## config.mk

```make
export PLATFORM = sky130hd
export DESIGN_NAME = ref_mem_ctrl_top
export DESIGN_NICKNAME = d
export VERILOG_FILES = /design/src/logic/ref_mem_pkg.sv /design/src/logic/bank_rd_if.sv /design/src/logic/phase_sequencer.sv /design/src/logic/preload_writer.sv /design/src/logic/ref_read_scheduler.sv /design/src/logic/bank_addr_fanout.sv /design/src/logic/ref_mem_ctrl_top.sv
export SDC_FILE = /design/constraint.sdc
export NUM_CORES = 1
export LEC_CHECK = 0
export BUFFER_PORTS_ARGS = -buffer_cell sky130_fd_sc_hd__buf_2
export CAP_MARGIN = 20
export CORE_AREA = 4 4 189 191
export DETAILED_ROUTE_END_ITERATION = 8
export DIE_AREA = 0 0 193 195
export PLACE_DENSITY = 0.44
export SLEW_MARGIN = 20
export SYNTH_ARGS = -nofsm -noshare
export SYNTH_HDL_FRONTEND = slang
export SYNTH_SLANG_ARGS = --single-unit
```

## constraint.sdc

```tcl
create_clock -name clk -period 2.69 [get_ports clk]
set_input_delay 0.269 -clock clk [delete_from_list [all_inputs] [get_ports clk]]
set_output_delay 0.269 -clock clk [all_outputs]
set_load 0.03 [all_outputs]
```

## src/logic/ref_mem_pkg.sv

```systemverilog
`default_nettype none

package ref_mem_pkg;

	// buffer geometry
	localparam int NUM_BANKS = 32;
	localparam int BANK_GROUP = 4;
	localparam int LINES_PER_BANK = 96;

	// first search point
	localparam int PRIME_LINES = 4;

	// coarse sweep over the down-sampled sub-area
	localparam int ROWS_PER_HALF = 24;
	localparam int HALF_OFFSET = 24;
	localparam int REUSE_FIRST = 7;
	localparam int REUSE_LAST = 19;
	localparam int SPLIT_STEP = 8;
	localparam int COLS_PER_BAND = 4;

	typedef logic [6:0] line_t;

	typedef logic [NUM_BANKS-1:0] bank_mask_t;

	// one line address per bank, bank 0 in the low field
	typedef line_t [NUM_BANKS-1:0] bank_addr_vec_t;

	// banks below the split read the far row
	typedef logic [4:0] split_t;

	typedef enum logic [1:0] {
		IDLE,
		PRELOAD,
		SWEEP
	} phase_t;

endpackage

`default_nettype wire

```

## src/logic/bank_rd_if.sv

```systemverilog
`default_nettype none

interface bank_rd_if;
	import ref_mem_pkg::*;

	logic valid;
	line_t near_line;
	line_t far_line;
	split_t split;

	modport src (
		output valid,
		output near_line,
		output far_line,
		output split
	);

	modport dst (
		input valid,
		input near_line,
		input far_line,
		input split
	);

endinterface

`default_nettype wire

```

## src/logic/phase_sequencer.sv

```systemverilog
`default_nettype none

module phase_sequencer (
	input logic clk,
	input logic rst_n,
	input logic start,
	input logic preload_last,
	input logic sweep_last,
	output logic preload_go,
	output logic sweep_go,
	output logic busy,
	output logic done
);
	import ref_mem_pkg::*;

	phase_t state;
	phase_t state_nxt;
	logic last_q;

	always_comb begin
		state_nxt = state;
		case (state)
			IDLE: if (start) state_nxt = PRELOAD;
			PRELOAD: if (preload_last) state_nxt = SWEEP;
			SWEEP: if (sweep_last) state_nxt = IDLE;
			default: state_nxt = IDLE;
		endcase
	end

	always_ff @(posedge clk or negedge rst_n) begin
		if (!rst_n) begin
			state <= IDLE;
			preload_go <= 1'b0;
			sweep_go <= 1'b0;
			busy <= 1'b0;
			last_q <= 1'b0;
			done <= 1'b0;
		end else begin
			state <= state_nxt;
			// write port starts one cycle into PRELOAD
			preload_go <= (state == PRELOAD) && !preload_last;
			// reads follow the last write with no gap
			sweep_go <= (state_nxt == SWEEP);
			busy <= (state != IDLE);
			// done lines up with the cycle after the last registered read
			last_q <= (state == SWEEP) && sweep_last;
			done <= last_q;
		end
	end

endmodule

`default_nettype wire

```

## src/logic/preload_writer.sv

```systemverilog
`default_nettype none

module preload_writer #(
	parameter int LINES_PER_BANK = ref_mem_pkg::LINES_PER_BANK
) (
	input logic clk,
	input logic rst_n,
	input logic preload_go,
	output ref_mem_pkg::bank_mask_t bank_sel,
	output ref_mem_pkg::bank_addr_vec_t wr_addr,
	output logic preload_last
);
	import ref_mem_pkg::*;

	localparam int NUM_GROUPS = NUM_BANKS / BANK_GROUP;

	line_t line_cnt;
	logic [$clog2(NUM_GROUPS)-1:0] grp_cnt;
	logic line_wrap;

	assign line_wrap = (line_cnt == line_t'(LINES_PER_BANK - 1));

	// final line of the final group
	assign preload_last = preload_go && line_wrap && (grp_cnt == NUM_GROUPS - 1);

	always_ff @(posedge clk or negedge rst_n) begin
		if (!rst_n) begin
			bank_sel <= '0;
			line_cnt <= '0;
			grp_cnt <= '0;
		end else if (!preload_go) begin
			bank_sel <= '0;
			line_cnt <= '0;
			grp_cnt <= '0;
		end else begin
			// four adjacent banks per group
			bank_sel <= bank_mask_t'({BANK_GROUP{1'b1}}) << (BANK_GROUP * grp_cnt);
			if (line_wrap) begin
				line_cnt <= '0;
				grp_cnt <= grp_cnt + 1'b1;
			end else begin
				line_cnt <= line_cnt + 1'b1;
			end
		end
	end

	// same line to every bank, bank_sel picks the ones written
	always_ff @(posedge clk) begin
		if (preload_go) begin
			wr_addr <= {NUM_BANKS{line_cnt}};
		end
	end

endmodule

`default_nettype wire

```

## src/logic/ref_read_scheduler.sv

```systemverilog
`default_nettype none

module ref_read_scheduler #(
	parameter int SEARCH_COLUMNS = 7
) (
	input logic clk,
	input logic rst_n,
	input logic sweep_go,
	bank_rd_if.src rd,
	output logic sweep_last
);
	import ref_mem_pkg::*;

	logic priming;
	logic [1:0] prime_cnt;
	logic [2:0] col;
	logic half;
	logic [4:0] row;
	logic stall;
	logic in_window;
	logic row_done;
	logic half_done;
	line_t base;
	line_t row_line;

	// rows shared by both block pairs are read twice
	assign in_window = (row >= REUSE_FIRST) && (row <= REUSE_LAST);

	// inside the window the row moves on its second read
	assign row_done = !in_window || stall;
	assign half_done = row_done && (row == ROWS_PER_HALF - 1);

	assign sweep_last = sweep_go && !priming && half_done && half
		&& (col == SEARCH_COLUMNS - 1);

	always_ff @(posedge clk or negedge rst_n) begin
		if (!rst_n) begin
			priming <= 1'b1;
			prime_cnt <= '0;
			col <= '0;
			half <= 1'b0;
			row <= '0;
			stall <= 1'b0;
		end else if (!sweep_go || sweep_last) begin
			priming <= 1'b1;
			prime_cnt <= '0;
			col <= '0;
			half <= 1'b0;
			row <= '0;
			stall <= 1'b0;
		end else if (priming) begin
			prime_cnt <= prime_cnt + 2'd1;
			if (prime_cnt == PRIME_LINES - 1) begin
				priming <= 1'b0;
			end
		end else begin
			stall <= in_window && !stall;
			if (half_done) begin
				row <= '0;
				half <= !half;
				if (half) begin
					col <= col + 3'd1;
				end
			end else if (row_done) begin
				row <= row + 5'd1;
			end
		end
	end

	// base moves down one band every four columns, and again for the second half
	assign base = line_t'(HALF_OFFSET * (col / COLS_PER_BAND) + HALF_OFFSET * half);
	assign row_line = line_t'(row);

	always_comb begin
		rd.valid = sweep_go;
		if (priming) begin
			rd.near_line = line_t'(prime_cnt);
			rd.far_line = line_t'(prime_cnt);
			rd.split = '0;
		end else begin
			rd.near_line = base + row_line;
			rd.far_line = base + line_t'(HALF_OFFSET) + row_line;
			// split walks 8 banks per column inside a band
			rd.split = split_t'(SPLIT_STEP * (col % COLS_PER_BAND));
		end
	end

endmodule

`default_nettype wire

```

## src/logic/bank_addr_fanout.sv

```systemverilog
`default_nettype none

module bank_addr_fanout (
	input logic clk,
	input logic rst_n,
	bank_rd_if.dst rd,
	output ref_mem_pkg::bank_addr_vec_t rd_addr,
	output logic rd_en,
	output ref_mem_pkg::split_t shift_value
);
	import ref_mem_pkg::*;

	always_ff @(posedge clk or negedge rst_n) begin
		if (!rst_n) begin
			rd_en <= 1'b0;
		end else begin
			rd_en <= rd.valid;
		end
	end

	// addresses hold between requests
	always_ff @(posedge clk) begin
		if (rd.valid) begin
			for (int i = 0; i < NUM_BANKS; i++) begin
				// low banks take the far row
				if (i < int'(rd.split)) begin
					rd_addr[i] <= rd.far_line;
				end else begin
					rd_addr[i] <= rd.near_line;
				end
			end
			shift_value <= rd.split;
		end
	end

endmodule

`default_nettype wire

```

## src/logic/ref_mem_ctrl_top.sv

```systemverilog
`default_nettype none

module ref_mem_ctrl_top #(
	parameter int SEARCH_COLUMNS = 7,
	parameter int LINES_PER_BANK = ref_mem_pkg::LINES_PER_BANK
) (
	input logic clk,
	input logic rst_n,
	input logic start,
	output ref_mem_pkg::bank_mask_t bank_sel,
	output ref_mem_pkg::bank_addr_vec_t wr_addr,
	output ref_mem_pkg::bank_addr_vec_t rd_addr,
	output logic rd_en,
	output ref_mem_pkg::split_t shift_value,
	output logic busy,
	output logic done
);

	logic preload_go;
	logic preload_last;
	logic sweep_go;
	logic sweep_last;

	// scheduler to fan-out
	bank_rd_if rd_req ();

	phase_sequencer u_seq (
		.clk (clk),
		.rst_n (rst_n),
		.start (start),
		.preload_last (preload_last),
		.sweep_last (sweep_last),
		.preload_go (preload_go),
		.sweep_go (sweep_go),
		.busy (busy),
		.done (done)
	);

	preload_writer #(
		.LINES_PER_BANK (LINES_PER_BANK)
	) u_writer (
		.clk (clk),
		.rst_n (rst_n),
		.preload_go (preload_go),
		.bank_sel (bank_sel),
		.wr_addr (wr_addr),
		.preload_last (preload_last)
	);

	ref_read_scheduler #(
		.SEARCH_COLUMNS (SEARCH_COLUMNS)
	) u_sched (
		.clk (clk),
		.rst_n (rst_n),
		.sweep_go (sweep_go),
		.rd (rd_req.src),
		.sweep_last (sweep_last)
	);

	bank_addr_fanout u_fanout (
		.clk (clk),
		.rst_n (rst_n),
		.rd (rd_req.dst),
		.rd_addr (rd_addr),
		.rd_en (rd_en),
		.shift_value (shift_value)
	);

endmodule

`default_nettype wire

```

==> metrics.txt, run 1 <==
clk sink count 67; total global-route track usage 0.0616; most frequent cells after synthesis buf_4, dfrtp_1, edfxtp_1, nor2_1, ha_1; Layout area overhead -1.21%; Hold/Removal Path Class in -> async; DRT antenna net count 0; Pleak 3.89 nW; gpl congestion 0.702; switch share 0.622; fin crit share 0.871; clk_skew 0.00779 ns; FP Rows a little under 70; Die Y between 150 and 200 um; worst rel slew slack 0.376; HPWL after detailed placement about 11000 um; final-report hold violation count 0; Setup TNS Final 0 ns; worst-path maximum fanout 4; highest clock rate roughly 430 MHz; first-pass GRT wire length 18500 um; average size of a mapped cell a little over 9 um^2; count leader, synth buf_4; Setup Fix Bufs, Post-CTS 0; Total Power 0.00791 W; WL/cell 11.1 um; Die X-Extent between 150 and 200 um; Initial Utilization 0.187; Setup-failing EPs final 0; Ys Warns 0; Final Max Tran Viols 0; post_cts resized 0; Clock transition at path regs roughly 0.060 ns; vias 3722; ys async rst share 0.582; Slew @ Worst Pin between 0.9 and 1 ns; IO Pins 491; crit path DAT 2.43 ns; NetSw 0.00492 W; vias in the first global route roughly 3000; Nets 766; Clk pwr share 0.134; drt first pass iters 4; Syn Inst Count 693; vias per inst 3.10; Clk Latency, worst-skew pair 0.33 ns; core area 0.0341 mm^2; Crit Path Class reg -> reg; DRC violations left 0; Hold Buf Count CTS 0; crit start category flip-flop; initial antenna violation count 1; die area 0.0376 mm^2; H-tree depth 3; CP required ~2.8 ns; Comb power frac 0.665; Mapped Area 0.00639 mm^2; P per Cell Area 1250 mW/mm^2; Clock Tree Buf Depth 2; total gr overflow 0; Seq pwr share 0.201; Starting DRT DRC Count 175; CTS tree done; Clock Tree Root clkbuf_16; cell taking the most area after synthesis buf_4; I/O Buffers roughly 490; internal power around 0.003 W; Antenna diodes 0; Top FF cell, synth dfrtp_1; RSZ-0062 raised after global routing no; Critical Path Sink Type flip-flop; worst vdd ir 1520 uV; Yosys cell types 42; Total Wirelength 13400 um; layout cells sized above 1 0.696; total CTS buffers 9; Synth Register Bits 67; status complete, no violations; minimum clock period between 2 and 2.5 ns; largest net degree at the start of global routing 40; Post-synth EDFFs 28; Seq/Total Area, Yosys 0.284; maxcap violations 0; post-synth top area share 0.527; Synth area leaders buf_4, dfrtp_1, edfxtp_1, ha_1, nor2_1
final timing paths:
| kind | slack [ns] | cells after the start | from | endpoint |
|---|---|---|---|---|
| max | 0.35 | 7 | u_sched.half | u_fanout.rd_addr[131] |
| min | 0.08 | 1 | rst_n | u_writer.bank_sel[27] |
| max reg2reg | 0.35 | 7 | u_sched.half | u_fanout.rd_addr[131] |
| min reg2reg | 0.36 | 0 | u_seq.last_q | u_seq.done |
| max in group asynchronous | 2.01 | 1 | rst_n | u_sched.row[2] |
| min in group clk | 0.22 | 3 | start | u_seq.state[0] |
routing by layer:
layer	up-vias	GRT usage	wire, um	share of wire
met2	185	0.107	6750	0.51
met5	-	0	0	0
met3	6	0.00912	1070	0.080
met4	0	0.0220	176	0.013
li1	1842	-	-	-
met1	1689	0.0770	5360	0.40
through the flow:
step,cell area [um^2],cells,setup WS (ns),util,hold slack (ns)
global placement,6060,1187,0.364,0.177,0.340
CTS,6320,1202,0.335,0.185,0.112
floorplan,6400,695,0.488,-,-0.0266
finish,6320,1202,0.346,0.185,0.0789
detailed placement,6060,1187,0.332,0.177,0.343
global route,6320,1202,0.223,0.185,0.169
area by class of cell:
type / count / area [um^2]
fill: 3806 / 27800
clock inverter: 5 / 31.3
tap: 455 / 569
clock buffer: 10 / 229
multi-input combinational: 157 / 1130
timing repair buffer: 493 / 2480
sequential: 67 / 1820
inverter: 15 / 56.3
critical path: stages, from the launching register on:
cell and delay (ns):
dfrtp_1 0.43, inv_1 0.11, ha_1 0.32, ha_1 0.22
fa_1 0.41, xnor2_1 0.25, nor2_1 0.10, mux2_2 0.27
sequential cells by signal (all words and copies together), names as in the netlist, 3 cells and up:
| register | count |
|---|---|
| u_fanout.rd_addr | 19 |
| u_writer.wr_addr | 7 |
| u_writer.line_cnt | 7 |
| u_writer.bank_sel | 8 |
| u_writer.grp_cnt | 3 |
| u_sched.col | 3 |
| u_sched.row | 5 |
layout by cell type (no fill, tap or decap), drive strengths merged, types with 9 or more instances in the layout:
cell type,Yosys,routed
ha,19,19
clkbuf,7,10
buf,449,493
mux2i,9,9
inv,15,15
nor2,26,26
edfxtp,28,28
nand3,10,10
nand2,11,11
dfrtp,38,38
power by group through the flow:
stage / sequential [W] / clock, W / combinational (W)
3_3_place_gp: 0.00161 / 0 / 0.00534
5_1_grt: 0.00169 / 0.00115 / 0.00547
2_1_floorplan: 0.00172 / 0 / 0.00574
6_report: 0.00159 / 0.00106 / 0.00526
3_5_place_dp: 0.00163 / 0 / 0.00532
4_1_cts: 0.00162 / 0.00110 / 0.00532
cells by family after synthesis:
| family | share of synthesized area |
|---|---|
| AO/OA/AOI/OAI | 0.0256 |
| XOR/XNOR | 0.0151 |
| adder cells (fa/ha/maj) | 0.0403 |
| buffers and inverters | 0.540 |
| flip-flops | 0.284 |
| multiplexers | 0.0229 |
| other | 0.000587 |
| AND/OR/NAND/NOR | 0.0710 |
No activity file was read; power rests on OpenSTA's default activity.
==> run 2: changes to the inputs <==
CELL_PAD_IN_SITES_DETAIL_PLACEMENT = 1   (was default)
CELL_PAD_IN_SITES_GLOBAL_PLACEMENT = 2   (was default)
CORE_AREA = 4 4 191 193   (was 4 4 189 191)
DIE_AREA = 0 0 195 197   (was 0 0 193 195)
PLACE_DENSITY = 0.73   (was 0.44)
==> run 2 against run 1 <==
Net effect: non-clock buffer count shrank 2; clock skew is essentially flat; worst setup slack gained 0.0053 ns; sequential power grew 3%; clock-buffer cell count shrank 1; largest power group unchanged.
==> metrics.txt, run 2 (synthesis results as in run 1) <==
I/O Buffers 487 (unchanged); total CTS buffers 9 (unchanged); first-pass GRT wire length 21100 um (+14%); worst-path maximum fanout 4 (unchanged); biggest regs u_fanout.rd_addr x19, u_writer.bank_sel x8; r2r worst-path depth 7 (unchanged); Setup Fix Bufs, Post-CTS 0 (unchanged); P per Cell Area 1280 mW/mm^2 (+1.9%); met1 Usage GRT 0.0780 (+0.00102); gr busiest metal met2; H-tree depth 3 (unchanged); met3 Use GR 0.0123 (+0.00319); maxcap violations 0 (unchanged); minimum clock period 2.34 ns (-0.00530 ns); hold_ws 0.0873 ns (+0.00848 ns); final-report hold violation count 0 (unchanged); highest clock rate 428 MHz (+0.23%); Layout area overhead -0.802%; gpl congestion 0.725 (+3.4%); Most flops, register u_fanout.rd_addr; final core utilization 0.184 (-0.00152); Setup TNS Final 0 ns (unchanged); Critical Path Sink Type flip-flop; status complete, no violations; DRT antenna net count 0 (unchanged); IO Pins 491 (unchanged); FP Rows 68 (unchanged); worst rel slew slack 0.359 (-0.0170); most frequent cells in the layout buf_2, dfrtp_1, edfxtp_1, nor2_1, ha_1; Clock transition at path regs 0.06 ns (about the same); Pleak 3.90 nW (+0.10%); vias per inst 3.15 (+1.8%); core area 0.0345 mm^2 (+1.2%); die area 0.0384 mm^2 (+2.1%); Setup-failing EPs final 0 (unchanged); fin crit share 0.869 (-0.00197); Layout fillers 4189 (+10%); total global-route track usage 0.0672 (+0.00559); Slew @ Worst Pin 0.962 ns (+0.0255 ns); HPWL after detailed placement 12100 um (+14%); Initial Utilization 0.185 (-0.00231); crit start category flip-flop; max reg flops 19 (unchanged); CTS tree done; CP required 2.77 ns (about the same); Total Wirelength 15100 um (+13%); initial antenna violation count 1 (unchanged); Hold Buf Count CTS 0 (unchanged); WL/cell 12.5 um (+13%); met2 Use GR 0.126 (+0.0187); total gr overflow 0 (unchanged); Clk Latency, worst-skew pair 0.33 ns (about the same); Clock Tree Buf Depth 2 (unchanged); crit path DAT 2.42 ns (about the same); vias in the first global route 3359 (+9.0%); layout cells sized above 1 0.697 (+0.000933); vias 3785 (+1.7%); DRC violations left 0 (unchanged); Nets 764 (-0.26%); Final Max Tran Viols 0 (unchanged); drt first pass iters 4 (unchanged); Crit Path Class reg -> reg; clk_skew 0.00812 ns (+0.000324 ns); commonest non-fill, non-tap cell in the layout buf_2; Die X-Extent 195 um (+1.0%); clk sink count 67 (unchanged); Total Power 0.00809 W (+2.3%); largest net degree at the start of global routing 40 (unchanged); Antenna diodes 0 (unchanged); post_cts resized 0 (unchanged); RSZ-0062 raised after global routing no; Hold/Removal Path Class in -> async; Clock Tree Root clkbuf_16; Starting DRT DRC Count 111 (-37%); worst vdd ir 1310 uV (-14%); Die Y 197 um (+1.0%)
-- run 2: power by group --
| group | switching (W) | total [W] | internal, W |
|---|---|---|---|
| registers | 0.000425 | 0.00163 | 0.00120 |
| clock network | 0.000475 | 0.00120 | 0.000724 |
| logic | 0.00410 | 0.00526 | 0.00116 |
| total | 0.00500 | 0.00809 | 0.00309 |
-- run 2: worst max-delay path: stages, from the launching register on --
cell     delay, ns
dfrtp_1       0.43
inv_1         0.12
ha_1          0.33
ha_1          0.23
fa_1          0.41
xnor2_1       0.21
nor2_1        0.09
mux2_2        0.28
-- run 2: metal layers --
metal	up-vias	part of all wire
met5	-	0
met4	0	0.0093
met3	6	0.064
met2	157	0.54
met1	1791	0.38
li1	1831	-
-- run 2: path summary, 6_finish.rpt --
kind,start,endpoint,slack [ns]
min in group clk,start,u_seq.state[0],0.25
max in group asynchronous,rst_n,u_writer.line_cnt[6],1.99
worst max register to register,u_sched.half,u_fanout.rd_addr[131],0.35
worst max-delay path,u_sched.half,u_fanout.rd_addr[131],0.35
worst min-delay path,rst_n,u_sched.col[0],0.09
worst min register to register,u_seq.last_q,u_seq.done,0.36
-- run 2: final cells by class --
class                      count  area [um^2]  area share
tap                          455          569      0.0898
sequential                    67         1820       0.287
inverter                      15         56.3     0.00888
multi-input combinational    157         1130       0.178
clock inverter                 7         76.3      0.0120
clock buffer                   9          225      0.0355
timing repair buffer         491         2470       0.389
-- run 2: metrics by stage --
stage	cells	setup WS (ns)	cell area (um^2)
finish	1201	0.351	6340
global placement	1185	0.397	6040
detailed placement	1185	0.337	6040
floorplan	695	0.488	6400
CTS	1201	0.327	6340
global route	1201	0.229	6340
